`src/logic/fetch_stage.sv`:
```
// Input stage holding the PC and the fetch register loaded on each accepted instruction strobe
`timescale 1ns/1ps

module fetch_stage #(
  parameter logic [63:0] RESET_PC = 64'h0000_0000_8000_0000
) (
  input  logic        i_clk,
  input  logic        i_rst,
  input  logic        i_inst_valid,
  input  logic [31:0] i_inst,
  input  logic [63:0] i_next_pc,
  input  logic        i_halted,
  output logic [31:0] o_inst,
  output logic [63:0] o_pc,
  output logic        o_valid,
  output logic [63:0] o_fetch_pc
);

  logic [63:0] pc_q;
  logic        advance;

  // An instruction in flight hands its next PC forward
  assign advance = o_valid & ~i_halted;
  assign o_pc    = advance ? i_next_pc : pc_q;

  always_ff @(posedge i_clk) begin
    if (i_rst) begin
      pc_q    <= RESET_PC;
      o_valid <= 1'b0;
    end else begin
      if (advance) begin
        pc_q <= i_next_pc;
      end
      o_valid <= i_inst_valid & ~i_halted;
    end
  end

  always_ff @(posedge i_clk) begin
    if (i_inst_valid) begin
      o_inst     <= i_inst;
      o_fetch_pc <= o_pc;
    end
  end

endmodule

```
`config.mk`:
```
export PLATFORM = sky130hd
export DESIGN_NAME = fetch_stage
export DESIGN_NICKNAME = d
export VERILOG_FILES = /design/src/logic/fetch_stage.sv
export SDC_FILE = /design/constraint.sdc
export NUM_CORES = 1
export LEC_CHECK = 0
export BUFFER_PORTS_ARGS = -buffer_cell sky130_fd_sc_hd__buf_2
export CORE_UTILIZATION = 26
export DETAILED_ROUTE_END_ITERATION = 7
export PLACE_DENSITY = 0.56
export SETUP_SLACK_MARGIN = 0.05
export SLEW_MARGIN = 25
export SYNTH_ARGS = -nofsm -noshare
export SYNTH_HDL_FRONTEND = slang
export SYNTH_SLANG_ARGS = --single-unit
export TNS_END_PERCENT = 10
```
`constraint.sdc`:
```
create_clock -name i_clk -period 2.8 [get_ports i_clk]
set_input_delay 0.14 -clock i_clk [delete_from_list [all_inputs] [get_ports i_clk]]
set_output_delay 0.14 -clock i_clk [all_outputs]
set_load 0.01 [all_outputs]
```
# Word level (Yosys, flattened, before mapping)
# Index checks and enable logic that the tools add are counted.
# op_classes
mux	1
n_bitwise	3
# op_table
op	n
64-bit 2-to-1 mux	1
1-bit bitwise AND	2
1-bit NOT	1
# word_totals
register_bits	161
word_cells	8

# Depth between registers and ports, before layout
# Gate-level depths: netlist (run 1).
# logic_depth
depth_word	3
mapped_depth	5
ltp_nobuf	2

# Least setup slack after synthesis (run 1)
# OpenSTA, ideal clock, no wires.
# synth_timing
path_kind	register to register
from	register o_valid
to	register o_fetch_pc[10] (data pin)
slack_ns	1.344
synth_period_minus_slack_ns	1.456
required_ns	2.532
n_path_buf	3
setup_ns	0.268
stages_incl_launch_ff	6
arrival_time_ns	1.189
path_cell_list	dfxtp_1 buf_6 nand2b_4 buf_12 buf_12 mux2_4
# synth_between
elab_chain_len	2
# synth_lines
element	line	text
start, declared	15	output logic o_valid,
start signal, assigned	34	o_valid <= i_inst_valid & ~i_halted;
1-bit bitwise AND	23	assign advance = o_valid & ~i_halted;
64-bit 2-to-1 mux	-	
named net o_pc[10]	14	output logic [63:0] o_pc,
end signal, assigned	41	o_fetch_pc <= o_pc;
end, declared	16	output logic [63:0] o_fetch_pc
# The timed path passes the listed nets, and every way through them passes these cells.
# A chain may end at the register's enable or synchronous reset.

# Final worst setup path (run 1)
# layout_timing
from	register o_valid
to	output port o_pc[1]
# layout_between
elab_chain_len	2
# layout_lines
element	line
1-bit bitwise AND	23
64-bit 2-to-1 mux	-
end, declared	14
# No other way between the ends.

==> results.py, run 1 <==
metrics = {
    "floorplanning": {
        "num_rows": 59,
        "core_area_um2": 25980,
        "die_h_um": 164.8,
        "io_pins": 261,
        "die_w_um": 164.8,
        "start_util": 0.2650,
        "dieArea_um2": 27140,
    },
    "sta": {
        "slew_viol_final": 0,
        "fin_hold_ws_ps": 24.68,
        "worst_slew_pin_slew_ps": 968.7,
        "fmaxAchievable_mhz": 491.4,
        "finalCriticalPeriod_ps": 2035,
        "finalSetupViolCount": 0,
        "finalHoldViolCount": 0,
        "tns_ps": 0,
        "period_share": 0.7267,
        "rsz0062_at_grt": "false",
        "relSlewSlack": 0.3542,
        "fin_worst_skew_ps": 9.341,
    },
    "setup_path": {
        "critical_path.endpoint_type": "primary output",
        "r2r_setup_slack_ps": 990,
        "path_max_fanout": 30,
        "required_ps": 2660,
        "reg2regPathDepth": 4,
        "critPathKind": "reg -> out",
        "crit_arrival_ps": 1890,
        "start_kind": "flip-flop",
        "r2r-end": "pc_q[27]",
        "regToRegStartpoint": "o_valid",
    },
    "clocking": {
        "tritoncts": "yes",
        "h-tree-depth": 4,
        "cts-buffers-inserted": 17,
        "clk_pin_slew_ps": 70,
        "clockBufferDepth": 2,
        "postCtsSetupBuffers": 0,
        "clock_latency_ps": 420,
        "root_buffer": "clkbuf_16",
        "clock-sinks": 161,
    },
    "finish": {
        "final_common_cell": "buf_2",
        "diodes": 0,
        "layout-drive-gt1-share": 0.4493,
        "area_delta_synth_final_pct": 43.59,
        "utilization": 0.3805,
        "final_nets": 895,
        "final_cell_mix": "buf_2 (258), edfxtp_1 (96), dlygate4sd3_1 (88)",
    },
    "logic_synthesis": {
        "ys_types": 16,
        "synth.avg_cell_area_um2": 14.91,
        "syn-num-nets": 562,
        "syn_area_um2": 6887,
        "synth_warnings": 0,
        "ys_ff_latch": 161,
        "synthCells": 462,
        "yosysSeqAreaShare": 0.6076,
    },
    "power": {
        "seqPwrFrac": 0.469,
        "swShare": 0.2495,
        "powerDensity_nw_per_um2": 572.0,
        "p_total_mw": 5.656,
        "p_leak_nw": 4.287,
        "internal-power_mw": 4.245,
        "switching_power_mw": 1.411,
        "clockPowerShare": 0.425,
        "p_comb_frac": 0.106,
        "ir_worst_vdd_mv": 0.4534,
    },
    "hold_path": {
        "holdPathEnd": "pc_q[32]",
        "hold_path_class": "in -> reg",
        "holdCritStartpoint": "i_next_pc[32]",
        "holdPathStages": 3,
    },
    "drt": {
        "met1Wirelength_um": 7879,
        "top_layer_used": "met4",
        "wl_met2_um": 8535,
        "avgRoutedWirePerCell_um": 15.25,
        "drtAntennaViolNets": 0,
        "dr.pass1.iters": 4,
        "drt_iter0_drc": 255,
        "via_per_inst": 4.347,
        "wl_um": 17430,
        "vias": 4969,
        "drt_drc_violations_left": 0,
        "route.met3.wl_um": 856,
    },
    "status": {
        "status": "finished clean",
    },
    "place": {
        "gp_congestion": 0.6672,
        "dpl.hpwl_um": 11240,
        "port_buffers": 260,
    },
    "global_route": {
        "grt_max_degree": 130,
        "grt-ovfl-total": 0,
        "grt_pass1_wl_um": 26170,
        "grt_pass1_vias": 4827,
        "grt_antenna_before_repair": 0,
        "gr-usage-all-layers": 0.1264,
    },
    "run": {
        "maxCapViolCount": 0,
    },
}
## per-layer routing
layer	track usage	up-vias
li1	-	2393
met1	0.1567	2415
met2	0.2204	155
met3	0.02486	6
met4	0.03753	0
met5	0	-
## area by class of cell
cell class	count	area [um2]
repair buffers	356	2260
clock inverters	14	167.7
multi-input cells	259	2417
fillers	2531	16100
flip-flops and latches	161	4185
well taps	335	419.2
clock buffers	18	439.2
## kinds of logic after synthesis
kind of cell	after synthesis	synth area share
AND/OR/NAND/NOR	131	0.1653
buffers and inverters	42	0.04251
flip-flops	161	0.6076
AO/OA/AOI/OAI	63	0.04578
multiplexers	65	0.1388
## how the worst max path moves through the flow
stage                  from              to  slack, ps  depth (start not counted)
detailed placement  o_valid        pc_q[29]        910                          4
finish              o_valid         o_pc[1]        770                          4
global route        o_valid         o_pc[1]        650                          4
global placement    o_valid        pc_q[25]        940                          4
CTS                 o_valid         o_pc[1]        710                          4
floorplan           o_valid  o_fetch_pc[10]       1340                          5
## power by group through the flow
stage / registers, mW / clock network (mW) / logic (mW)
global placement: 2.71 / 0 / 0.510
floorplan: 2.75 / 0 / 0.205
global route: 2.67 / 2.59 / 0.654
CTS: 2.65 / 2.51 / 0.611
detailed placement: 2.71 / 0 / 0.513
finish: 2.65 / 2.40 / 0.600
## sequential cells by signal (all words and copies together) (netlist names)
name / count
o_fetch_pc: 64
pc_q: 64
o_valid: 1
o_inst: 32
## cells in the mapped netlist (all sizes together)
cell type,count,area (um2)
dfxtp,65,1301
mux2,64,945.9
nor2,2,7.510
edfxtp,96,2883
nand2b,64,407.9
nor3b,1,7.510
nand4bb,63,709.4
mux2i,1,10.01
clkbuf,23,86.33
buf,19,206.4
o21ai,63,315.3
nor2b,1,6.260
## critical path, stage by stage (launching register included)
cell      delay [ps]
dfxtp_2          350
nand2b_4          60
buf_4            470
mux2_1           400
buf_2            150
## through the flow
stage                     instance area (um2)  setup slack (ps)  std cells
after floorplan                          6887              1344        462
after global placement                   8401             937.2       1023
after detailed placement                 8401             910.4       1023
after CTS                                9888             713.9       1143
after global routing                     9888             649.3       1143
final                                    9888             765.1       1143
## repair_timing
action                    4_1_cts  5_1_grt
hold endpoints to repair       88        0
gates resized for setup         0        0
hold buffers                   88        0
No activity file was read; power rests on OpenSTA's default activity.
==> run 2, diff against run 1 <==
--- a/config.mk
+++ b/config.mk
@@ -5,10 +5,11 @@
 export SDC_FILE = /design/constraint.sdc
 export NUM_CORES = 1
 export LEC_CHECK = 0
+export ABC_AREA = 1
 export BUFFER_PORTS_ARGS = -buffer_cell sky130_fd_sc_hd__buf_2
 export CORE_UTILIZATION = 26
 export DETAILED_ROUTE_END_ITERATION = 7
-export PLACE_DENSITY = 0.56
+export PLACE_DENSITY = 0.59
 export SETUP_SLACK_MARGIN = 0.05
 export SLEW_MARGIN = 25
 export SYNTH_ARGS = -nofsm -noshare
==> constraint.sdc (replaced) <==
create_clock -name i_clk -period 1.7 [get_ports i_clk]
set_input_delay 0.085 -clock i_clk [delete_from_list [all_inputs] [get_ports i_clk]]
set_output_delay 0.085 -clock i_clk [all_outputs]
set_load 0.01 [all_outputs]
==> results.py, run 2 <==
metrics = {
    "setup_path": {
        "critical_path.endpoint_type": "primary output",
        "critPathKind": "reg -> out",
        "required_ps": 1620,
        "cp_slowest_stage_delay_ps": 390,
        "crit_chain": "clkbuf_16 > nand3_1 > nand2_1 > inv_1 > buf_2",
        "crit_arrival_ps": 1470,
        "start_kind": "flip-flop",
        "crit_slowest_cell": "dfxtp_4",
        "crit_family": "buffers and inverters",
        "path_max_fanout": 32,
        "path_buf_inv": 3,
        "r2r_setup_slack_ps": 530,
    },
    "logic_synthesis": {
        "syn-num-nets": 737,
        "netlist_top_cells_count": "inv_1 (190), nand2_1 (129), edfxtp_1 (96), dfxtp_1 (65)",
        "ys.flop_type": "edfxtp_1",
        "yosysMostFrequentCell": "inv_1",
        "ys_ff_latch": 161,
        "yosysSeqAreaShare": 0.6858,
        "synth_edf_count": 96,
        "synth_area_leader_cell": "edfxtp_1",
        "synth.avg_cell_area_um2": 9.577,
        "synth_top_area_frac": 0.4725,
        "ys_types": 12,
        "ys_top_cells_by_area": "edfxtp_1 (47%), dfxtp_1 (21%), inv_1 (12%), nand2_1 (7.9%), nand3_1 (5.3%)",
        "syn_area_um2": 6101,
        "synth_warnings": 0,
        "ys_async_sr_fraction": 0,
        "synthCells": 637,
    },
    "clocking": {
        "tritoncts": "yes",
        "cts-buffers-inserted": 17,
        "postCtsSetupBuffers": 0,
        "clock_latency_ps": 420,
        "clockBufferDepth": 2,
        "clk_pin_slew_ps": 60,
        "root_buffer": "clkbuf_16",
        "clock-sinks": 161,
        "h-tree-depth": 4,
    },
    "drt": {
        "top_layer_used": "met4",
        "drt_drc_violations_left": 0,
        "dr.pass1.iters": 4,
        "route.met3.wl_um": 1021,
        "via_per_inst": 3.879,
        "drtAntennaViolNets": 0,
        "wl_met2_um": 8017,
        "wl_um": 16240,
        "drt_iter0_drc": 172,
        "met1Wirelength_um": 6734,
        "vias": 4965,
        "avgRoutedWirePerCell_um": 12.69,
    },
    "sta": {
        "finalSetupViolCount": 0,
        "slew_viol_final": 0,
        "finalHoldViolCount": 0,
        "worst_slack_ps": 143.5,
        "finalCriticalPeriod_ps": 1556,
        "worst_slew_pin_slew_ps": 387.5,
        "fin_worst_skew_ps": 6.594,
        "fin_hold_ws_ps": 14.59,
        "tns_ps": 0,
        "rsz0062_at_grt": "true",
        "period_share": 0.9156,
        "fmaxAchievable_mhz": 642.5,
        "relSlewSlack": 0.7417,
    },
    "global_route": {
        "grt_max_degree": 66,
        "grt-ovfl-total": 0,
        "gr-usage-all-layers": 0.1295,
        "grt_pass1_wl_um": 24010,
        "grt_pass1_vias": 4851,
        "grt_antenna_before_repair": 0,
    },
    "place": {
        "dpl.hpwl_um": 10160,
        "dp_slack_ps": 406.9,
        "port_buffers": 260,
        "gp_congestion": 0.7195,
    },
    "finish": {
        "final_cell_mix": "buf_2 (259), inv_1 (189), nand2_1 (129)",
        "ff_latch_area_um2": 4188,
        "layout-drive-gt1-share": 0.3154,
        "final_common_cell": "buf_2",
        "diodes": 0,
        "area_delta_synth_final_pct": 48.24,
        "multiInputGateArea_um2": 1064,
        "fill_cells": 2336,
        "reg.largest.list": "o_fetch_pc x64, pc_q x64, o_inst x32",
        "final_nets": 1054,
    },
    "floorplanning": {
        "start_util": 0.2670,
        "core_area_um2": 22850,
        "die_h_um": 155.2,
        "num_rows": 55,
        "die_w_um": 155.2,
        "dieArea_um2": 24080,
        "io_pins": 261,
    },
    "power": {
        "switching_power_mw": 2.279,
        "p_leak_nw": 4.928,
        "p_comb_frac": 0.105,
        "seqPwrFrac": 0.462,
        "swShare": 0.2381,
        "powerDensity_nw_per_um2": 1058,
        "clockPowerShare": 0.433,
        "p_total_mw": 9.571,
        "ir_worst_vdd_mv": 0.5996,
        "internal-power_mw": 7.292,
    },
    "hold_path": {
        "hold_path_class": "in -> reg",
    },
    "run": {
        "maxCapViolCount": 0,
    },
    "status": {
        "status": "finished clean",
    },
}
## run 2: changes by cell type in the layout (fill, tap and decap cells not counted), moves of 6 or more
cell | before | now
inv_1 | 0 | 189
nand2_1 | 0 | 129
nand3_1 | 0 | 64
nand2b_1 | 63 | 0
nand4bb_1 | 63 | 0
o21ai_1 | 63 | 0
nor2_1 | 2 | 64
mux2_4 | 60 | 0
dlygate4sd3_1 | 88 | 54
buf_4 | 9 | 3
## run 2: worst paths after layout
path,start,to,cells past startpoint
setup reg to reg,o_valid,o_fetch_pc[58],4
hold reg to reg,pc_q[31],pc_q[31],2
setup / recovery,o_valid,o_pc[40],5
hold / removal,i_next_pc[12],pc_q[12],5
## run 2: stage by stage
| step | area, um2 | std cells | util |
|---|---|---|---|
| final | 9044 | 1280 | 0.3958 |
| after global routing | 9044 | 1280 | 0.3958 |
| after CTS | 8952 | 1277 | 0.3918 |
| after detailed placement | 7775 | 1191 | 0.3403 |
| after global placement | 7775 | 1191 | 0.3403 |
| after floorplan | 6101 | 637 | - |
## run 2: repair_timing
item / 4_1_cts / 5_1_grt
hold endpoints to repair: 54 / 0
setup endpoints to repair: 32 / 64
gates cloned: 0 / 3
gates resized for setup: 1 / 4
hold buffers: 54 / 0
## run 2: cells by family (layout without fill, tap and decap cells)
logic type / count (synthesis) / count (layout) / synth area share
buf+inv: 217 / 547 / 0.1407
simple gates: 259 / 259 / 0.1735
flops: 161 / 161 / 0.6858
## run 2: metal layers
metal	vias to the layer above	GRT usage
li1	2527	-
met4	0	0.05882
met2	172	0.2284
met1	2239	0.1413
met5	-	0
met3	27	0.04206
## run 2: power by group through the flow
stage               Combinational, mW  Sequential (mW)  Clock [mW]
finish                           1.01             4.42        4.15
floorplan                       0.322             4.60           0
detailed placement              0.903             4.51           0
global placement                0.893             4.50           0
global route                     1.12             4.44        4.49
CTS                              1.00             4.42        4.29
## run 2: area by class of cell
type	count	area share
sequential	161	0.4631
timing repair buffer	325	0.2272
multi-input combinational	259	0.1176
inverter	190	0.07886
clock buffer	18	0.04745
tap	313	0.04330
clock inverter	14	0.02255
## run 2: tightest hold or removal path, cell delays in order
cell,delay (ps)
buf_2,70
inv_1,30
nand3_1,60
nand2_1,60
nor2_1,70
