### config.mk
export PLATFORM = sky130hd
export DESIGN_NAME = writeback_flat
export DESIGN_NICKNAME = d
export VERILOG_FILES = /design/src/logic/rv_core_pkg.sv /design/src/logic/result_if.sv /design/src/logic/writeback.sv /design/src/flat_wrapper.sv
export SDC_FILE = /design/constraint.sdc
export NUM_CORES = 1
export LEC_CHECK = 0
export BUFFER_PORTS_ARGS = -buffer_cell sky130_fd_sc_hd__buf_4
export CAP_MARGIN = 20
export CORE_AREA = 2 2 134 136
export CTS_CLUSTER_SIZE = 20
export DETAILED_ROUTE_END_ITERATION = 16
export DIE_AREA = 0 0 136 138
export GPL_TIMING_DRIVEN = 0
export HOLD_SLACK_MARGIN = 0.08
export MAX_ROUTING_LAYER = met4
export PLACE_DENSITY = 0.61
export SLEW_MARGIN = 20
export SYNTH_ARGS = -nofsm -noshare
export SYNTH_HDL_FRONTEND = slang
export SYNTH_SLANG_ARGS = --single-unit
### constraint.sdc
create_clock -name i_clk -period 0.9 [get_ports i_clk]
set_clock_uncertainty 0.15 [all_clocks]
set_input_delay 0.045 -clock i_clk [delete_from_list [all_inputs] [get_ports i_clk]]
set_output_delay 0.045 -clock i_clk [all_outputs]
set_load 0.02 [all_outputs]
### src/logic/rv_core_pkg.sv
// Shared enums and instruction-field constants for the RV64I core, referenced by scoped names
package rv_core_pkg;

  localparam int XLEN = 64;

  // Major opcodes, inst[6:0]
  typedef enum logic [6:0] {
    OP_LUI    = 7'b0110111,
    OP_AUIPC  = 7'b0010111,
    OP_JAL    = 7'b1101111,
    OP_JALR   = 7'b1100111,
    OP_BRANCH = 7'b1100011,
    OP_IMM    = 7'b0010011,
    OP_IMM32  = 7'b0011011,
    OP_REG    = 7'b0110011,
    OP_REG32  = 7'b0111011,
    OP_SYSTEM = 7'b1110011
  } opcode_e;

  typedef enum logic [2:0] {ALU_ADD, ALU_SUB, ALU_SLTU, ALU_SLL, ALU_COPY_B} alu_op_e;

  typedef enum logic [2:0] {BR_NONE, BR_JAL, BR_JALR, BR_BEQ, BR_BNE, BR_BLTU, BR_BGEU} branch_op_e;

  typedef enum logic {A_RS1, A_PC} a_src_e;

  typedef enum logic [1:0] {B_RS2, B_IMM, B_FOUR} b_src_e;

  // funct3 / funct7 values
  localparam logic [2:0] F3_ADD  = 3'b000;
  localparam logic [2:0] F3_SLL  = 3'b001;
  localparam logic [2:0] F3_SLTU = 3'b011;
  localparam logic [2:0] F3_BEQ  = 3'b000;
  localparam logic [2:0] F3_BNE  = 3'b001;
  localparam logic [2:0] F3_BLTU = 3'b110;
  localparam logic [2:0] F3_BGEU = 3'b111;
  localparam logic [6:0] F7_ZERO = 7'b0000000;
  localparam logic [6:0] F7_SUB  = 7'b0100000;

  // inst[31:7] of ebreak
  localparam logic [24:0] EBREAK_HI = 25'h0002000;

endpackage

### src/logic/result_if.sv
// One executed instruction handed from the execute unit to the writeback stage
`timescale 1ns/1ps

interface result_if;

  logic                         valid;
  logic [rv_core_pkg::XLEN-1:0] pc;
  logic [4:0]                   rd;
  logic                         we;
  logic [rv_core_pkg::XLEN-1:0] data;
  logic                         illegal;
  logic                         halt;

  modport exe (output valid, pc, rd, we, data, illegal, halt);

  modport wb (input valid, pc, rd, we, data, illegal, halt);

endinterface

### src/logic/writeback.sv
// Writeback stage that retires results, drives the register-file write and keeps the halt state
`timescale 1ns/1ps

module writeback (
  input  logic                         i_clk,
  input  logic                         i_rst,
  result_if.wb                         i_res,
  output logic                         o_rf_we,
  output logic [4:0]                   o_rf_wa,
  output logic [rv_core_pkg::XLEN-1:0] o_rf_wd,
  output logic                         o_halted,
  output logic                         o_wb_valid,
  output logic [rv_core_pkg::XLEN-1:0] o_wb_pc,
  output logic [4:0]                   o_wb_rd,
  output logic                         o_wb_we,
  output logic [rv_core_pkg::XLEN-1:0] o_wb_data,
  output logic                         o_illegal
);

  logic retire;

  // Anything still in flight after ebreak is squashed
  assign retire  = i_res.valid & ~o_halted;
  assign o_rf_we = retire & i_res.we;
  assign o_rf_wa = i_res.rd;
  assign o_rf_wd = i_res.data;

  always_ff @(posedge i_clk) begin
    if (i_rst) begin
      o_wb_valid <= 1'b0;
      o_wb_we    <= 1'b0;
      o_illegal  <= 1'b0;
      o_halted   <= 1'b0;
    end else begin
      o_wb_valid <= retire;
      o_wb_we    <= o_rf_we;
      o_illegal  <= retire & i_res.illegal;
      o_halted   <= o_halted | (retire & i_res.halt);
    end
  end

  always_ff @(posedge i_clk) begin
    o_wb_pc   <= i_res.pc;
    o_wb_rd   <= i_res.rd;
    o_wb_data <= i_res.data;
  end

endmodule

### src/flat_wrapper.sv
// flat-port wrapper written by rule: the top's interface ports become plain ports
module writeback_flat 
  (i_clk, i_rst, o_rf_we, o_rf_wa, o_rf_wd, o_halted, o_wb_valid, o_wb_pc, o_wb_rd, o_wb_we, o_wb_data, o_illegal, i_res_valid, i_res_pc, i_res_rd, i_res_we, i_res_data, i_res_illegal, i_res_halt);
  result_if i_res_i ();
  input  logic i_clk;
  input  logic i_rst;
  output logic o_rf_we;
  output logic [4:0] o_rf_wa;
  output logic [rv_core_pkg::XLEN-1:0] o_rf_wd;
  output logic o_halted;
  output logic o_wb_valid;
  output logic [rv_core_pkg::XLEN-1:0] o_wb_pc;
  output logic [4:0] o_wb_rd;
  output logic o_wb_we;
  output logic [rv_core_pkg::XLEN-1:0] o_wb_data;
  output logic o_illegal;
  input wire logic [$bits(i_res_i.valid)-1:0] i_res_valid;
  input wire logic [$bits(i_res_i.pc)-1:0] i_res_pc;
  input wire logic [$bits(i_res_i.rd)-1:0] i_res_rd;
  input wire logic [$bits(i_res_i.we)-1:0] i_res_we;
  input wire logic [$bits(i_res_i.data)-1:0] i_res_data;
  input wire logic [$bits(i_res_i.illegal)-1:0] i_res_illegal;
  input wire logic [$bits(i_res_i.halt)-1:0] i_res_halt;
  assign i_res_i.valid = i_res_valid;
  assign i_res_i.pc = i_res_pc;
  assign i_res_i.rd = i_res_rd;
  assign i_res_i.we = i_res_we;
  assign i_res_i.data = i_res_data;
  assign i_res_i.illegal = i_res_illegal;
  assign i_res_i.halt = i_res_halt;
  writeback u_core (.i_clk(i_clk), .i_rst(i_rst), .i_res(i_res_i), .o_rf_we(o_rf_we), .o_rf_wa(o_rf_wa), .o_rf_wd(o_rf_wd), .o_halted(o_halted), .o_wb_valid(o_wb_valid), .o_wb_pc(o_wb_pc), .o_wb_rd(o_wb_rd), .o_wb_we(o_wb_we), .o_wb_data(o_wb_data), .o_illegal(o_illegal));
endmodule
==> Word-level counts from Yosys, hierarchy flattened <==
Index checks and enable logic that the tools add are counted.
{ "totals": {"out_inout_bits": 207, "latch_bits": 0, "rom_bits": 0, "reg_bits": 137, "ram_bits": 0, "memories": 0, "inputBits": 139} }
{ "classes": {"n_shift": 0, "n_div": 0, "addsub": 0, "mux": 0, "bitwise": 6, "multipliers": 0, "n_reduce_logical": 0, "eq_ne": 0, "magnitude_cmp": 0} }
{ "op_table": {"columns": ["cell", "count"], "rows": [
  ["1-bit AND", 4],
  ["1-bit inverter", 1],
  ["1-bit OR", 1]
]} }

==> Longest topological paths before layout <==
Gate-level depths: netlist of run 1.
{ "depth": {"depth_word": 4, "mapped_depth": 2} }

==> Least setup slack after synthesis of run 1 <==
OpenSTA, ideal clock, no wires.
{ "synth_timing": {"kind": "register to register", "start": "register u_core.o_halted", "end": "register u_core.o_wb_we", "arrival_ns": 0.717, "path_stages_with_launch": 2, "setup_time_ns": 0.117, "path_slack_ns": -0.085, "n_path_buf": 0, "cell_sequence": "dfxtp_1 and4bb_2"} }
{ "synth_via": {"elab_chain_len": 3} }
{ "synth_rtl": {"columns": ["element", "line_no", "text"], "rows": [
  ["start: declaration", "writeback.sv:11", "output logic o_halted,"],
  ["start signal: assignment", "writeback.sv:38", "o_halted <= o_halted | (retire & i_res.halt);"],
  ["1-bit inverter", "writeback.sv:23", "assign retire = i_res.valid & ~o_halted;"],
  ["1-bit AND", "writeback.sv:23", null],
  ["1-bit AND", "writeback.sv:24", "assign o_rf_we = retire & i_res.we;"],
  ["end signal: assignment", "writeback.sv:36", "o_wb_we <= o_rf_we;"],
  ["end: declaration", "writeback.sv:15", "output logic o_wb_we,"]
]} }
Every way passes these cells.
A chain may end at the register's enable or synchronous reset.

==> Worst setup path in the final report of run 1 <==
{ "layout_timing": {"start": "register u_core.o_halted", "end": "output o_rf_we"} }
{ "layout_via": {"elab_chain_len": 3} }
{ "layout_rtl": {"columns": ["element", "line_no", "text"], "rows": [
  ["1-bit inverter", "writeback.sv:23", null],
  ["1-bit AND", "writeback.sv:23", null],
  ["1-bit AND", "writeback.sv:24", null],
  ["end: declaration", "flat_wrapper.sv:7", "output logic o_rf_we;"]
]} }
Every way passes these cells.

==> results of run 1 <==
worst max path at each step:
stage / startpoint / endpoint / cells past startpoint
floorplan: u_core.o_halted / u_core.o_wb_we / 1
global placement: u_core.o_halted / u_core.o_illegal / 2
detailed placement: u_core.o_halted / u_core.o_illegal / 2
CTS: u_core.o_halted / o_rf_we / 2
global route: u_core.o_halted / o_rf_we / 2
finish: u_core.o_halted / o_rf_we / 2
synthesized netlist by cell type (all sizes together):
library cell / number / share of area [%]
nor2: 1 / 0.11
and2: 1 / 0.19
a21oi: 1 / 0.15
dfxtp: 137 / 83
buf: 69 / 16
nor3b: 1 / 0.38
and4bb: 1 / 0.38
and3b: 1 / 0.30
layer usage:
layer,up-vias,routed length (um)
met1,1499,4540
met2,210,6950
li1,1592,-
met5,-,0
met3,17,1190
met4,0,286
cell families after synthesis:
group                  after synthesis  share of synthesized area, %
flip-flops                         137                          82.8
AND/OR/NAND/NOR                      5                          1.36
AO/OA/AOI/OAI                        1                         0.151
buffers and inverters               69                          15.6
state kept, by name, indices dropped and copies added, names as in the netlist:
name	cells
u_core.o_wb_data	64
u_core.o_wb_pc	64
u_core.o_wb_rd	5
u_core.o_halted	1
u_core.o_illegal	1
u_core.o_wb_valid	1
u_core.o_wb_we	1
cell type report:
| class | instances | area [um2] | area share (%) |
|---|---|---|---|
| clock inverter | 13 | 120 | 1.36 |
| sequential | 137 | 2910 | 33.0 |
| clock buffer | 19 | 443 | 5.01 |
| timing repair buffer | 484 | 4500 | 50.9 |
| multi-input combinational | 6 | 60.1 | 0.680 |
| tap | 229 | 287 | 3.24 |
| buffer | 69 | 518 | 5.86 |
per-stage QoR:
stage / cell area, um2 / hold slack, ns
2_1_floorplan: 3310 / -0.0773
3_3_place_gp: 6190 / -0.000633
3_5_place_dp: 6190 / 0.000433
4_1_cts: 8830 / 0.0950
5_1_grt: 8840 / 0.0966
6_report: 8840 / 0.112
critical path, cell delays in order, from the launching register on:
cell and delay [ns]:
dfxtp_2 0.31, and3b_2 0.24, buf_6 0.12
power groups by stage:
stage / sequential (mW) / combinational, mW / clock (mW)
final: 6.61 / 2.87 / 6.63
after global routing: 6.64 / 3.02 / 7.17
after CTS: 6.60 / 2.87 / 6.89
after detailed placement: 6.62 / 2.18 / 0
after global placement: 6.61 / 2.17 / 0
after floorplan: 7.04 / 0.464 / 0
what timing repair did:
action	in CTS	in global routing
pin swaps	1	0
endpoints found under the hold margin	137	0
hold buffers	138	0
resized for setup	273	3
setup buffers	1	0
endpoints found under the setup margin	139	142
==> metrics.md, run 1 <==
| Metric | Value |
|---|---|
| Number of global-route vias before repair | `3553` |
| Final WS setup | `-0.373 ns` |
| CTS buffer count | `17` |
| Pre-antenna DRT Iters | `4` |
| Cell Rows | `just under 50` |
| Int Pwr | `12.1 mW` |
| PD cells | `between 1500 and 2000 nW/um2` |
| Psw | `4.00 mW` |
| CTS Root Cell | `clkbuf_16` |
| Worst reg-to-reg path cell count | `3` |
| Status | `complete, but fails checks` |
| Fin util | `50.4%` |
| Synth Net Count | `around 350` |
| Logic pwr share | `between 10% and 20%` |
| Final Non-Filler Cells | `957` |
| Final hold vios | `0` |
| Via count | `3318` |
| Final min period | `approximately 1.3 ns` |
| Avg Synthesized Cell Area | `15.6 um2` |
| Startpoint Class | `register` |
| Core outline area | `about 18000 um2` |
| Synth Cell Area | `3310 um2` |
| Hold Path Class | `in -> reg` |
| Via-per-instance ratio | `3.47` |
| M1 GR Usage | `about 14%` |
| Die area | `18800 um2` |
| Critical Path Fanout Max | `2` |
| Sw Ratio | `24.8%` |
| Initial drt markers | `39` |
| First-pass GRT wire length | `18.8 mm` |
| Die width | `between 100 and 150 um` |
| Sequential area share after synthesis | `82.8%` |
| Port bufs | `about 350` |
| Critical path class | `reg -> out` |
| GRT overflow | `0` |
| I/O pin count | `about 350` |
| Clock Pin Slew Worst Setup and Hold Paths | `about 0.060 ns` |
| Post-Synthesis Cells | `212` |
| P&R area growth vs syn | `167%` |
| Share of cells above drive strength 1 | `80.6%` |
| Nets | `between 800 and 900` |
| Synth cell types | `8` |
| Slew Limit Fails | `0` |
| Reg-to-reg slack, setup | `-0.09 ns` |
| Worst slew pin tran | `between 0.15 and 0.2 ns` |
| Crit path DAT | `1.08 ns` |
| Worst hold endpoint | `u_core.o_wb_data[30]` |
| Drt total wl | `13.0 mm` |
| Met3 Use GR | `4.95%` |
| Final setup fails | `140` |
| GP Congestion | `~0.75` |
| # Max-Cap Violations | `0` |
| # diodes | `0` |
| Hold-critical path depth | `2` |
| P_leak | `~4.2 nW` |
| Yosys reg bits | `approximately 140` |
| Failing checks | `negative setup slack` |
| Peak Freq | `786 MHz` |
| Sink Count | `137` |
| Die height | `138 um` |
| Setup_tns | `-19.94 ns` |
| Initial antenna violation count | `0` |
| RR Startpoint | `u_core.o_halted` |
| Placed Cells | `just under 800` |
| Met2 Use GR | `between 20% and 30%` |
| DRC | `0` |
| RSZ-0062 raised after global routing | `true` |
| Detail Placement HPWL | `8.62 mm` |
| Relative slew slack | `slightly below 90%` |
| Most frequent cells in the layout | `277 x buf_4, 138 x dlygate4sd3_1, 138 x buf_6, 137 x dfxtp_2, 17 x clkbuf_16` |
| Starting Density | `18.9%` |
| Clock share of power | `between 40 and 50%` |
| Wire per inst | `between 10 and 15 um` |
| TritonCTS clock tree | `yes` |
| Bufs on Longest Clock Path | `2` |
| Req. time, crit path | `0.70 ns` |
| Overall Global Routing Usage | `14.0%` |
| Final ANT Viol Nets | `0` |
| Clk_lat worst skew | `~0.4 ns` |
| Worst hold start | `i_res_data[30]` |
| Peak supply drop | `1.23 mV` |
| Pre-CTS setup slack | `-0.0110 ns` |
| Worst Setup End Kind | `output port` |
| R2r endpoint | `u_core.o_illegal` |
| Pin count of the biggest net entering global routing | `17` |
| Sequential cell fraction of total power | `41.0%` |
| Most common cell after layout, fill and taps aside | `buf_4` |
| Total power | `16.1 mW` |
| Synth warn | `0` |
| Fillcell total | `1508` |
| Final Cycle Share | `141%` |
| Htree depth | `4` |
| Top Usage Layer GRT | `met2` |
Power figures use the tool's default switching activity.
==> run 2: changes to the inputs <==
Settings changed: BUFFER_PORTS_ARGS -buffer_cell sky130_fd_sc_hd__buf_4 to unset, DONT_BUFFER_PORTS set to 1, PLACE_DENSITY 0.61 to 0.43.
==> run 2 against run 1 <==
Net effect:
- the run now fails in clock tree synthesis
- synthesized area did not move
- synthesized cell count stayed put
==> metrics.md, run 2 <==
| Metric | Value |
|---|---|
| Status | `aborted with a tool error` |
| Bufs on Longest Clock Path | `2` |
| Most common cell in the netlist | `dfxtp_1` |
| Placed Cells | `441` |
| Port bufs | `0` |
| Post-Synthesis Cells | `approximately 210` |
| Post-CTS setup buffer count | `0` |
| Htree depth | `4` |
| Starting Density | `about a fifth` |
| CTS buffer count | `17` |
| Post-cts resize count | `273` |
| Cts hold-fix bufs | `between 100 and 150` |
| CTS Root Cell | `clkbuf_16` |
| Detail Placement HPWL | `6.50 mm` |
| Largest family of logic cells by synthesized area | `buffers and inverters` |
| Post-synth EDFFs | `0` |
| Synth Cell Area | `3310 um2` |
| Fraction of registers with async set/reset | `0%` |
| Synth cell types | `8` |
| Mux contribution to synthesized area | `0%` |
| Yosys reg bits | `137` |
| Post-synth top cells | `137 x dfxtp_1, 69 x buf_4` |
| GP Congestion | `roughly 0.7` |
| Placed cell area | `3600 um2` |
| Post-Synth Simple-Gate Area | `1.36%` |
| Sink Count | `approximately 140` |
| Cell Rows | `49` |
| Top cells by area, synth | `dfxtp_1 83%, buf_4 16%, and4bb_2 0.38%` |
| I/O pin count | `~350` |
| Synth top area share | `about 83%` |
| Leading area contributor after synthesis | `dfxtp_1` |
| Compound-cell area share of the yosys netlist | `0.151%` |
| Last stage | `clock tree synthesis` |
| Adder-cell share of the synthesized area | `0%` |
| Synth Net Count | `351` |
| Error message | `[ERROR RSZ-0060] Max buffer count reached.` |
| Die width | `136 um` |
| Sequential area share after synthesis | `82.8%` |
| Avg Synthesized Cell Area | `15.6 um2` |
| Post-synth top flop | `dfxtp_1` |
| Die height | `138 um` |
| Synth warn | `0` |
| XOR/XNOR share of the synthesized area | `0%` |
## run 2: cell counts after synthesis
Identical to the previous run, type by type.
## run 2: logic make-up after synthesis
kind of cell    Yosys count
simple gates              5
flops                   137
compound gates            1
buf+inv                  69
## run 2: metrics by stage
| stage | hold WS [ns] | setup slack [ns] |
|---|---|---|
| detailed placement | -0.0773 | -0.241 |
| global placement | -0.0772 | -0.205 |
| floorplan | -0.0773 | 0.0105 |
==> run 3: changes to the inputs <==
Settings changed: CORE_AREA 2 2 134 136 to 2 2 133 135, CTS_CLUSTER_SIZE 20 to unset, DIE_AREA 0 0 136 138 to 0 0 135 137, HOLD_SLACK_MARGIN 0.08 to unset, MAX_ROUTING_LAYER met4 to unset, PLACE_DENSITY 0.43 to unset, PLACE_DENSITY_LB_ADDON set to 0.15.
Clock period 0.9 ns to 1.2 ns, I/O delays scaled along.
==> run 3 against run 2 <==
Net effect:
- the run again fails in clock tree synthesis
- synthesized cell count unchanged
- synthesized area unchanged
==> metrics.md, run 3 <==
| Metric | Value |
|---|---|
| Status | `aborted with a tool error` |
| Last stage | `clock tree synthesis` |
| Error message | `[ERROR RSZ-0060] Max buffer count reached.` |
| I/O pin count | `346` |
| Most common cell in the netlist | `dfxtp_1` |
| Synth cell types | `8` |
| Synth Net Count | `351` |
| Synth Cell Area | `3310 um2` |
| Yosys reg bits | `137` |
| Bufs on Longest Clock Path | `2` |
| Starting Density | `19.4%` |
| Synth warn | `0` |
| Leading area contributor after synthesis | `dfxtp_1` |
| Top cells by area, synth | `dfxtp_1 83%, buf_4 16%, and4bb_2 0.38%` |
| Htree depth | `4` |
| Cts hold-fix bufs | `101` |
| Die height | `roughly 140 um` |
| Cell Rows | `48` |
| Sink Count | `137` |
| Post-synth top cells | `137 x dfxtp_1, 69 x buf_4` |
| Post-synth EDFFs | `0` |
| Port bufs | `0` |
| Detail Placement HPWL | `6.14 mm` |
| CTS Root Cell | `clkbuf_16` |
| Die width | `~140 um` |
| Fraction of registers with async set/reset | `0%` |
| Post-CTS setup buffer count | `0` |
| Post-synth top flop | `dfxtp_1` |
| CTS buffer count | `17` |
| Synth top area share | `82.8%` |
| Post-cts resize count | `2` |
| Post-Synthesis Cells | `212` |
| Avg Synthesized Cell Area | `15.6 um2` |
| GP Congestion | `0.645` |
| Sequential area share after synthesis | `82.8%` |
==> run 3: cell counts after synthesis <==
No cell type changed its count.
==> run 3: kinds of logic after synthesis <==
kind of cell	Yosys count	share of synthesized area (%)
and+or+nand+nor	5	1.36
buffers and inverters	69	15.6
DFF	137	82.8
AOI/OAI and AO/OA	1	0.151
==> run 3: through the flow <==
stage	cells	setup slack [ns]	cell area, um2	utilization [%]	hold WS, ns
after floorplan	212	0.215	3310	-	-0.0623
after global placement	437	0.121	3590	21.1	-0.0622
after detailed placement	437	0.139	3590	21.1	-0.0622
