==> src/logic/rv_core_pkg.sv <==
// Shared enums and instruction-field constants for the RV64I core, referenced by scoped names
package rv_core_pkg;

  localparam int XLEN = 64;

  // Major opcodes, inst[6:0]
  typedef enum logic [6:0] {
    OP_LUI    = 7'b0110111,
    OP_AUIPC  = 7'b0010111,
    OP_JAL    = 7'b1101111,
    OP_JALR   = 7'b1100111,
    OP_BRANCH = 7'b1100011,
    OP_IMM    = 7'b0010011,
    OP_IMM32  = 7'b0011011,
    OP_REG    = 7'b0110011,
    OP_REG32  = 7'b0111011,
    OP_SYSTEM = 7'b1110011
  } opcode_e;

  typedef enum logic [2:0] {ALU_ADD, ALU_SUB, ALU_SLTU, ALU_SLL, ALU_COPY_B} alu_op_e;

  typedef enum logic [2:0] {BR_NONE, BR_JAL, BR_JALR, BR_BEQ, BR_BNE, BR_BLTU, BR_BGEU} branch_op_e;

  typedef enum logic {A_RS1, A_PC} a_src_e;

  typedef enum logic [1:0] {B_RS2, B_IMM, B_FOUR} b_src_e;

  // funct3 / funct7 values
  localparam logic [2:0] F3_ADD  = 3'b000;
  localparam logic [2:0] F3_SLL  = 3'b001;
  localparam logic [2:0] F3_SLTU = 3'b011;
  localparam logic [2:0] F3_BEQ  = 3'b000;
  localparam logic [2:0] F3_BNE  = 3'b001;
  localparam logic [2:0] F3_BLTU = 3'b110;
  localparam logic [2:0] F3_BGEU = 3'b111;
  localparam logic [6:0] F7_ZERO = 7'b0000000;
  localparam logic [6:0] F7_SUB  = 7'b0100000;

  // inst[31:7] of ebreak
  localparam logic [24:0] EBREAK_HI = 25'h0002000;

endpackage

==> src/logic/decode_if.sv <==
// Decoded control bundle passed from the instruction decoder to the execute unit
`timescale 1ns/1ps

interface decode_if;

  logic                         valid;
  logic [rv_core_pkg::XLEN-1:0] pc;
  logic [4:0]                   ra;
  logic [4:0]                   rb;
  logic [4:0]                   rd;
  logic [rv_core_pkg::XLEN-1:0] imm;
  rv_core_pkg::alu_op_e         alu_op;
  rv_core_pkg::a_src_e          a_src;
  rv_core_pkg::b_src_e          b_src;
  rv_core_pkg::branch_op_e      branch_op;
  logic                         word_cut;
  logic                         reg_wr;
  logic                         halt;
  logic                         illegal;

  modport dec (output valid, pc, ra, rb, rd, imm, alu_op, a_src, b_src, branch_op,
               word_cut, reg_wr, halt, illegal);

  modport exe (input valid, pc, ra, rb, rd, imm, alu_op, a_src, b_src, branch_op,
               word_cut, reg_wr, halt, illegal);

endinterface

==> src/logic/inst_decoder.sv <==
// Combinational decoder for the RV64I subset, producing operands, immediate and control
`timescale 1ns/1ps

module inst_decoder (
  input  logic                         i_valid,
  input  logic [rv_core_pkg::XLEN-1:0] i_pc,
  input  logic [31:0]                  i_inst,
  decode_if.dec                        o_dec
);

  rv_core_pkg::opcode_e         opcode;
  logic [2:0]                   funct3;
  logic [6:0]                   funct7;
  logic [rv_core_pkg::XLEN-1:0] imm_i;
  logic [rv_core_pkg::XLEN-1:0] imm_u;
  logic [rv_core_pkg::XLEN-1:0] imm_b;
  logic [rv_core_pkg::XLEN-1:0] imm_j;

  assign opcode = rv_core_pkg::opcode_e'(i_inst[6:0]);
  assign funct3 = i_inst[14:12];
  assign funct7 = i_inst[31:25];

  // Sign-extended immediates
  assign imm_i = {{52{i_inst[31]}}, i_inst[31:20]};
  assign imm_u = {{32{i_inst[31]}}, i_inst[31:12], 12'b0};
  assign imm_b = {{52{i_inst[31]}}, i_inst[7], i_inst[30:25], i_inst[11:8], 1'b0};
  assign imm_j = {{44{i_inst[31]}}, i_inst[19:12], i_inst[20], i_inst[30:21], 1'b0};

  assign o_dec.valid = i_valid;
  assign o_dec.pc    = i_pc;
  assign o_dec.ra    = i_inst[19:15];
  assign o_dec.rb    = i_inst[24:20];
  assign o_dec.rd    = i_inst[11:7];

  always_comb begin
    o_dec.imm       = imm_i;
    o_dec.alu_op    = rv_core_pkg::ALU_ADD;
    o_dec.a_src     = rv_core_pkg::A_RS1;
    o_dec.b_src     = rv_core_pkg::B_IMM;
    o_dec.branch_op = rv_core_pkg::BR_NONE;
    o_dec.word_cut  = 1'b0;
    o_dec.reg_wr    = 1'b0;
    o_dec.halt      = 1'b0;
    o_dec.illegal   = 1'b0;
    case (opcode)
      rv_core_pkg::OP_LUI: begin
        o_dec.imm    = imm_u;
        o_dec.alu_op = rv_core_pkg::ALU_COPY_B;
        o_dec.reg_wr = 1'b1;
      end
      rv_core_pkg::OP_AUIPC: begin
        o_dec.imm    = imm_u;
        o_dec.a_src  = rv_core_pkg::A_PC;
        o_dec.reg_wr = 1'b1;
      end
      rv_core_pkg::OP_JAL: begin
        o_dec.imm       = imm_j;
        o_dec.a_src     = rv_core_pkg::A_PC;
        o_dec.b_src     = rv_core_pkg::B_FOUR;
        o_dec.branch_op = rv_core_pkg::BR_JAL;
        o_dec.reg_wr    = 1'b1;
      end
      rv_core_pkg::OP_JALR: begin
        o_dec.a_src     = rv_core_pkg::A_PC;
        o_dec.b_src     = rv_core_pkg::B_FOUR;
        o_dec.branch_op = rv_core_pkg::BR_JALR;
        o_dec.reg_wr    = (funct3 == rv_core_pkg::F3_ADD);
        o_dec.illegal   = (funct3 != rv_core_pkg::F3_ADD);
      end
      rv_core_pkg::OP_BRANCH: begin
        o_dec.imm = imm_b;
        case (funct3)
          rv_core_pkg::F3_BEQ:  o_dec.branch_op = rv_core_pkg::BR_BEQ;
          rv_core_pkg::F3_BNE:  o_dec.branch_op = rv_core_pkg::BR_BNE;
          rv_core_pkg::F3_BLTU: o_dec.branch_op = rv_core_pkg::BR_BLTU;
          rv_core_pkg::F3_BGEU: o_dec.branch_op = rv_core_pkg::BR_BGEU;
          default:              o_dec.illegal   = 1'b1;
        endcase
      end
      rv_core_pkg::OP_IMM: begin
        case (funct3)
          rv_core_pkg::F3_ADD: o_dec.reg_wr = 1'b1;
          rv_core_pkg::F3_SLTU: begin
            o_dec.alu_op = rv_core_pkg::ALU_SLTU;
            o_dec.reg_wr = 1'b1;
          end
          rv_core_pkg::F3_SLL: begin
            // RV64 shamt is 6 bits wide
            o_dec.alu_op  = rv_core_pkg::ALU_SLL;
            o_dec.reg_wr  = (funct7[6:1] == 6'b0);
            o_dec.illegal = (funct7[6:1] != 6'b0);
          end
          default: o_dec.illegal = 1'b1;
        endcase
      end
      rv_core_pkg::OP_IMM32: begin
        o_dec.word_cut = 1'b1;
        o_dec.reg_wr   = (funct3 == rv_core_pkg::F3_ADD);
        o_dec.illegal  = (funct3 != rv_core_pkg::F3_ADD);
      end
      rv_core_pkg::OP_REG: begin
        o_dec.b_src = rv_core_pkg::B_RS2;
        if (funct3 == rv_core_pkg::F3_ADD && funct7 == rv_core_pkg::F7_ZERO) begin
          o_dec.reg_wr = 1'b1;
        end else if (funct3 == rv_core_pkg::F3_ADD && funct7 == rv_core_pkg::F7_SUB) begin
          o_dec.alu_op = rv_core_pkg::ALU_SUB;
          o_dec.reg_wr = 1'b1;
        end else begin
          o_dec.illegal = 1'b1;
        end
      end
      rv_core_pkg::OP_REG32: begin
        o_dec.b_src    = rv_core_pkg::B_RS2;
        o_dec.word_cut = 1'b1;
        o_dec.reg_wr   = (funct3 == rv_core_pkg::F3_ADD) && (funct7 == rv_core_pkg::F7_ZERO);
        o_dec.illegal  = !((funct3 == rv_core_pkg::F3_ADD) && (funct7 == rv_core_pkg::F7_ZERO));
      end
      rv_core_pkg::OP_SYSTEM: begin
        // Only ebreak is decoded here
        o_dec.halt    = (i_inst[31:7] == rv_core_pkg::EBREAK_HI);
        o_dec.illegal = (i_inst[31:7] != rv_core_pkg::EBREAK_HI);
      end
      default: o_dec.illegal = 1'b1;
    endcase
  end

endmodule

==> src/flat_wrapper.sv <==
// flat-port wrapper written by rule: the top's interface ports become plain ports
module inst_decoder_flat 
  (i_valid, i_pc, i_inst, o_dec_valid, o_dec_pc, o_dec_ra, o_dec_rb, o_dec_rd, o_dec_imm, o_dec_alu_op, o_dec_a_src, o_dec_b_src, o_dec_branch_op, o_dec_word_cut, o_dec_reg_wr, o_dec_halt, o_dec_illegal);
  decode_if o_dec_i ();
  input  logic i_valid;
  input  logic [rv_core_pkg::XLEN-1:0] i_pc;
  input  logic [31:0] i_inst;
  output wire logic [$bits(o_dec_i.valid)-1:0] o_dec_valid;
  output wire logic [$bits(o_dec_i.pc)-1:0] o_dec_pc;
  output wire logic [$bits(o_dec_i.ra)-1:0] o_dec_ra;
  output wire logic [$bits(o_dec_i.rb)-1:0] o_dec_rb;
  output wire logic [$bits(o_dec_i.rd)-1:0] o_dec_rd;
  output wire logic [$bits(o_dec_i.imm)-1:0] o_dec_imm;
  output wire logic [$bits(o_dec_i.alu_op)-1:0] o_dec_alu_op;
  output wire logic [$bits(o_dec_i.a_src)-1:0] o_dec_a_src;
  output wire logic [$bits(o_dec_i.b_src)-1:0] o_dec_b_src;
  output wire logic [$bits(o_dec_i.branch_op)-1:0] o_dec_branch_op;
  output wire logic [$bits(o_dec_i.word_cut)-1:0] o_dec_word_cut;
  output wire logic [$bits(o_dec_i.reg_wr)-1:0] o_dec_reg_wr;
  output wire logic [$bits(o_dec_i.halt)-1:0] o_dec_halt;
  output wire logic [$bits(o_dec_i.illegal)-1:0] o_dec_illegal;
  assign o_dec_valid = o_dec_i.valid;
  assign o_dec_pc = o_dec_i.pc;
  assign o_dec_ra = o_dec_i.ra;
  assign o_dec_rb = o_dec_i.rb;
  assign o_dec_rd = o_dec_i.rd;
  assign o_dec_imm = o_dec_i.imm;
  assign o_dec_alu_op = o_dec_i.alu_op;
  assign o_dec_a_src = o_dec_i.a_src;
  assign o_dec_b_src = o_dec_i.b_src;
  assign o_dec_branch_op = o_dec_i.branch_op;
  assign o_dec_word_cut = o_dec_i.word_cut;
  assign o_dec_reg_wr = o_dec_i.reg_wr;
  assign o_dec_halt = o_dec_i.halt;
  assign o_dec_illegal = o_dec_i.illegal;
  inst_decoder u_core (.i_valid(i_valid), .i_pc(i_pc), .i_inst(i_inst), .o_dec(o_dec_i));
endmodule
==> config.mk <==
export PLATFORM = sky130hd
export DESIGN_NAME = inst_decoder_flat
export DESIGN_NICKNAME = d
export VERILOG_FILES = /design/src/logic/rv_core_pkg.sv /design/src/logic/decode_if.sv /design/src/logic/inst_decoder.sv /design/src/flat_wrapper.sv
export SDC_FILE = /design/constraint.sdc
export NUM_CORES = 1
export LEC_CHECK = 0
export BUFFER_PORTS_ARGS = -buffer_cell sky130_fd_sc_hd__buf_2
export CORE_AREA = 4 4 96 98
export DETAILED_ROUTE_END_ITERATION = 10
export DIE_AREA = 0 0 100 102
export PLACE_DENSITY = 0.64
export REMOVE_ABC_BUFFERS = 1
export SLEW_MARGIN = 20
export SYNTH_ARGS = -nofsm -noshare
export SYNTH_HDL_FRONTEND = slang
export SYNTH_SLANG_ARGS = --single-unit
==> constraint.sdc <==
create_clock -name vclk -period 2.15
set_input_delay 0.3225 -clock vclk [all_inputs]
set_output_delay 0.3225 -clock vclk [all_outputs]
set_load 0.01 [all_outputs]
---- Word level (Yosys, flattened, before mapping) ----
Index checks and enable logic that the tools add are counted.
storage, ports and cells
  bits in registers ....................... 0
  input bits .............................. 97
operators by class
  equal/unequal tests ..................... 17
  multiplexer cells ....................... 20
  reduce and logical (&&, ||, !) cells .... 17
operators with widths
  kind                    number
  $pmux W31 S3            1
  $eq A7 B6 Y1 const B    4
  $eq A7 B7 Y1 const B    4
  $eq A25 B14 Y1 const B  1
  $ne A25 B14 Y1 const B  1
  $eq A7 B5 Y1 const B    3
  $pmux W3 S3             2
  $pmux W3 S4             1
  $reduce_or A2 Y1        6
  $mux W1                 9
  $pmux W2 S2             2
  $logic_not A7 Y1        1
  $pmux W1 S7             1
  $eq A3 B3 Y1 const B    2
  $logic_not A6 Y1        1
  $reduce_bool A6 Y1      1
  $reduce_or A3 Y1        2
  $pmux W1 S5             1
  $pmux W1 S2             2
  $reduce_or A4 Y1        1
  $eq A3 B1 Y1 const B    1
  $eq A3 B2 Y1 const B    1
  $logic_not A3 Y1        1
  $mux W3                 1
  3 further kinds         4

---- Depth between registers and ports, before layout ----
Gate-level depths: netlist (run 1).
  depth after elaboration ................. 5
  mapped depth ............................ 7
  mapped depth without buffers ............ 7

---- Worst setup path after synthesis (run 1) ----
OpenSTA, ideal clock, no wires.
  path type ............................... input to output
  start point ............................. input port i_inst[13]
  end point ............................... output port o_dec_illegal
  data arrival time ....................... 1682 ps
  data required time ...................... 1827 ps
  path slack .............................. 145 ps
  stages .................................. 7
  cells stage by stage .................... inv_1 > ha_1 > nor2b_1 > o211ai_1 > a31oi_1 > o21ai_0 > or4_1
between the ends
  cells in the longest elaborated chain, start to end .. 5
  elaborated cells on any way between the ends .. 17
  classes of those cells .................. eq/ne (5); mux (5); reduce/logical (7)
RTL lines
  item                                                                  RTL line            RTL
  start: declaration                                                    flat_wrapper.sv:7   input logic [31:0] i_inst;
  parallel branches: the longest is 4 deep, another holds $eq A3 B2 Y1  -
  $pmux W1 S7 *                                                         inst_decoder.sv:45  case (opcode)
  end: declaration                                                      flat_wrapper.sv:21  output wire logic [$bits(o_dec_i.illegal)-1:0] o_dec_illegal;
Every way passes the cells marked *.

---- Worst setup path after layout (run 1) ----
  start point ............................. input port i_inst[27]
  end point ............................... output port o_dec_illegal
between the ends
  cells in the longest elaborated chain, start to end .. 5
  elaborated cells on any way between the ends .. 11
  classes of those cells .................. eq/ne (2); mux (4); reduce/logical (5)
RTL lines
  item                 RTL line             RTL
  $eq A7 B6 Y1         inst_decoder.sv:105  end else if (funct3 == rv_core_pkg::F3_ADD && funct7 == rv_core_pkg::F7_SUB) begin
  $logic_and A1 B1 Y1  inst_decoder.sv:105
  $mux W1              inst_decoder.sv:105
  $mux W1              inst_decoder.sv:103  if (funct3 == rv_core_pkg::F3_ADD && funct7 == rv_core_pkg::F7_ZERO) begin
  $pmux W1 S7 *        inst_decoder.sv:45
Mark *: on every way between the ends. The rest lies on a longest branch, timed or not.

==> impl_metrics.tcl, run 1 <==
set metrics [dict create \
    num-clock-buffers 0 \
    p_per_area_nw_per_um2 181 \
    clock.fmax_ghz 0.475 \
    grt_util_all_layers 0.181 \
    diodes 0 \
    final_layout_size_suffix_gt1_frac 0.620 \
    antenna_found_initial 0 \
    initialDrtViolationCount 56 \
    wirelength_um 10200 \
    path_cells "buf_2 -> nor3_2 -> buf_4 -> nor4b_4 -> a21oi_1 -> or4_4 -> buf_6" \
    run_status "finished clean" \
    core_um2 8470 \
    fp.dieW_um 100 \
    wl_per_cell_um 26.5 \
    slew_headroom 0.725 \
    grt_overflow_total 0 \
    p_leak_nw 1.03 \
    peakVddDrop_uv 86.6 \
    drcViolationCount 0 \
    max_cap_viol_count 0 \
    holdBufCountCts 0 \
    worstPathMaxFanout 3 \
    period_share 0.979 \
    drv_slew 0 \
    worst_pin_slew_ps 412 \
    synth_area_per_cell_um2 6.83 \
    cp_slowest_cell "or4_4" \
    synth_cell_type_count 41 \
    fin_crit_ps 2100 \
    syn_area_um2 1680 \
    stdcell_count 384 \
    seq_cell_count 0 \
    port_buffers 124 \
    required_ps 1830 \
    cp-end-kind "primary output" \
    setup_violations 0 \
    critPathLaunchType "input pin" \
    io_pins 254 \
    nets 377 \
    crit_family "simple AND/OR/NAND/NOR gates" \
    start_util 0.198 \
    vias 1751 \
    regArea_um2 0 \
    worst-endpoint-arrival_ps 1780 \
    dp_hpwl_um 9070 \
    rsz0062_at_grt "true" \
    fillerInstances 960 \
    vias_per_cell 4.56 \
    syn-instance-count 246 \
    crit_type "in2out" \
    hold_viol_final 0 \
    worstHoldPathType "in2out" \
    ys_seq_area_frac 0 \
    grt_pass1_wl_um 12900 \
    dp.cells 383 \
    grt_pass1_vias 1635 \
    syn2layout_area_growth_pct 7.52 \
    die-area_um2 10200 \
    grt_max_degree 37 \
    hold_ws_ps 645 \
    firstDrtPassIters 5 \
    cp_slowest_stage_delay_ps 520 \
    place_congestion 0.873 \
    core.rowCount 34 \
    die_y_um 102 \
    cp_num_buf_inv 3 \
    ys_warn_count 0 \
    ant_nets 0 \
]
==> per-stage QoR <==
stage / setup TNS, ps / setup slack [ps] / total power [mW] / util / cell area (µm²)
global route: -52.1 / -52.1 / 0.355 / 0.213 / 1810
detailed placement: -79.6 / -67.6 / 0.313 / 0.204 / 1720
finish: 0 / 45.8 / 0.327 / 0.213 / 1810
global placement: -65.8 / -65.8 / 0.311 / 0.204 / 1720
CTS: 0 / 1.49 / 0.326 / 0.212 / 1800
floorplan: 0 / 145 / 0.0907 / - / 764
==> final timing paths <==
kind | start | endpoint | depth (start not counted) | slack, ps
max | i_inst[27] | o_dec_illegal | 7 | 50
min | i_pc[36] | o_dec_pc[36] | 0 | 650
==> layout by cell type, fill, tap and decap left out, types with 2 or more instances in the layout <==
cell type    n
a21o_1      17
a21oi_1      6
a31oi_1      4
and2_1       9
and3_1       3
and3_2       2
buf_2      121
buf_4       28
buf_6        3
nand2_1     20
nand3_1      6
nor2_1       8
nor2b_1      4
nor3_1       7
nor3_2       2
nor4_1       3
o21ai_0      5
==> layout make-up <==
type | count | area (µm²) | area share
inverters | 3 | 13.8 | 0.00762
multi-input cells | 121 | 808 | 0.447
well taps | 108 | 135 | 0.0748
repair buffers | 152 | 850 | 0.470
==> synthesized netlist by cell type, types with 2 or more instances <==
cell type / instances / share of area
nor2_1: 8 / 0.018
nand3_1: 6 / 0.018
o21ai_0: 6 / 0.018
buf_4: 113 / 0.50
buf_6: 3 / 0.020
and3_2: 2 / 0.0089
nor2b_1: 5 / 0.019
and2_1: 8 / 0.030
nor4_1: 4 / 0.015
a21oi_1: 6 / 0.018
nand2_1: 20 / 0.045
a31oi_1: 4 / 0.015
inv_1: 3 / 0.0067
and3_1: 3 / 0.011
ha_1: 2 / 0.015
a21o_1: 17 / 0.076
clkbuf_1: 4 / 0.0089
nor3_1: 9 / 0.027
==> what timing repair did <==
action	4_1_cts	5_1_grt
pin swaps	5	2
setup buffers	1	0
gates resized for setup	14	4
setup endpoints to repair	2	8
==> routing by layer <==
metal,global-route usage,vias to the layer above,wire (µm)
met5,0,-,0
met4,0,0,0
met3,0.214,0,2650
met2,0.251,192,4000
met1,0.191,784,3530
li1,-,775,-
==> cell families (layout without fill, tap and decap cells) <==
logic type	Yosys count	in the layout	share of synthesized area
compound gates	39	39	0.167
xor+xnor	1	1	0.00521
fa+ha+maj	2	2	0.0149
buf+inv	125	155	0.552
simple gates	79	79	0.261
==> report_power, final <==
group          switching, mW  internal (mW)  leakage [nW]
sequential                 0              0             0
combinational          0.180          0.147          1.03
clock                      0              0             0
Note: power is estimated with default switching activity, not from simulation.
==> run 2: changes to the inputs <==
--- a/config.mk
+++ b/config.mk
@@ -6,10 +6,10 @@
 export NUM_CORES = 1
 export LEC_CHECK = 0
 export BUFFER_PORTS_ARGS = -buffer_cell sky130_fd_sc_hd__buf_2
-export CORE_AREA = 4 4 96 98
+export CORE_AREA = 2 2 100 102
 export DETAILED_ROUTE_END_ITERATION = 10
-export DIE_AREA = 0 0 100 102
-export PLACE_DENSITY = 0.64
+export DIE_AREA = 0 0 102 104
+export PLACE_DENSITY = 0.65
 export REMOVE_ABC_BUFFERS = 1
 export SLEW_MARGIN = 20
 export SYNTH_ARGS = -nofsm -noshare
==> impl_metrics.tcl, run 2 (same netlist as run 1, synthesis figures left out) <==
set metrics [dict create \
    rsz0062_at_grt "true" \
    die-area_um2 10600 \
    nets 378 \
    p_leak_nw 1.03 \
    vias_per_cell 4.38 \
    slew_headroom 0.727 \
    wl_per_cell_um 24.9 \
    grt_max_degree 20 \
    worst-endpoint-arrival_ps 1820 \
    grt_busiest_layer "met2" \
    grt_pass1_vias 1548 \
    place_ws_ps -198 \
    setup_violations 0 \
    worstPathMaxFanout 2 \
    min_from "i_pc[47]" \
    grt_overflow_total 0 \
    ant_nets 0 \
    hold_ws_ps 645 \
    firstDrtPassIters 5 \
    fp.dieW_um 102 \
    place_congestion 0.797 \
    diodes 0 \
    finalPower_uw 325 \
    seq_cell_count 0 \
    cp_slowest_cell "or4_1" \
    io_pins 254 \
    drv_slew 0 \
    layout_commonest_cell "buf_2" \
    grt_pass1_wl_um 13200 \
    grt_util_all_layers 0.178 \
    core.rowCount 36 \
    clock.fmax_ghz 0.466 \
    gr-usage-met1 0.213 \
    period_share 0.998 \
    worst_pin_slew_ps 409 \
    drcViolationCount 0 \
    use_met3 0.204 \
    required_ps 1830 \
    die_y_um 104 \
    core_um2 9550 \
    setup_ws_ps 3.23 \
    start_util 0.176 \
    syn2layout_area_growth_pct 10.4 \
    final_cell_mix "buf_2, buf_4, nand2_1" \
    port_buffers 124 \
    crit_type "in2out" \
    fillerInstances 1140 \
    final_layout_size_suffix_gt1_frac 0.614 \
    path_cells "buf_6 -> nor4_4 -> buf_4 -> nand4_1 -> nor3_2 -> o32ai_1 -> or4_1 -> buf_2" \
    vias 1796 \
    grtUsageMet2 0.217 \
    cp-end-kind "primary output" \
    hold_viol_final 0 \
    max_cap_viol_count 0 \
    worstHoldPathType "in2out" \
    peakVddDrop_uv 84.7 \
    fin_crit_ps 2150 \
    regArea_um2 0 \
    holdBufCountCts 0 \
    run_status "finished clean" \
    initialDrtViolationCount 135 \
    critPathLaunchType "input pin" \
    antenna_found_initial 0 \
    crit_start "i_inst[24]" \
    dp_hpwl_um 8910 \
    p_per_area_nw_per_um2 175 \
    num-clock-buffers 0 \
    wirelength_um 10200 \
    cp_slowest_stage_delay_ps 420 \
    holdPathStages 0 \
]
run 2: worst max-delay path, delay by kind of cell:
family	cells	cell delay [ps]
compound gates	1	90
buf+inv	3	420
simple gates	4	1000
run 2: report_power, final:
group	total (mW)	internal, mW	leakage (nW)	switching (mW)
Clock	0	0	0	0
Sequential	0	0	0	0
Combinational	0.325	0.146	1.03	0.179
Total	0.325	0.146	1.03	0.179
run 2: path summary, 6_finish.rpt:
check	endpoint
hold / removal	o_dec_pc[47]
setup / recovery	o_dec_illegal
run 2: metal layers:
metal,wire length [µm],share of wire
met5,41,0.0040
met2,3680,0.36
met1,3830,0.37
met4,3,0.00029
met3,2670,0.26
run 2: stage by stage:
step                std cells  utilization  instance area (µm²)  TNS (ps)
floorplan                 124            -                  764         0
global placement          409        0.184                 1760      -101
finish                    410        0.194                 1860         0
detailed placement        409        0.184                 1760      -198
global route              410        0.194                 1860     -97.4
CTS                       409        0.191                 1830     -10.4
run 2: layout make-up:
class                      count  area (µm²)  share of cell area
inverter                       3        11.3             0.00607
tap                          133         166              0.0897
timing repair buffer         153         863               0.465
multi-input combinational    121         815               0.439
run 2: what timing repair did:
action	4_1_cts	5_1_grt
endpoints found under the setup margin	1	8
resized for setup	12	6
setup buffers	0	1
pin swaps	2	1
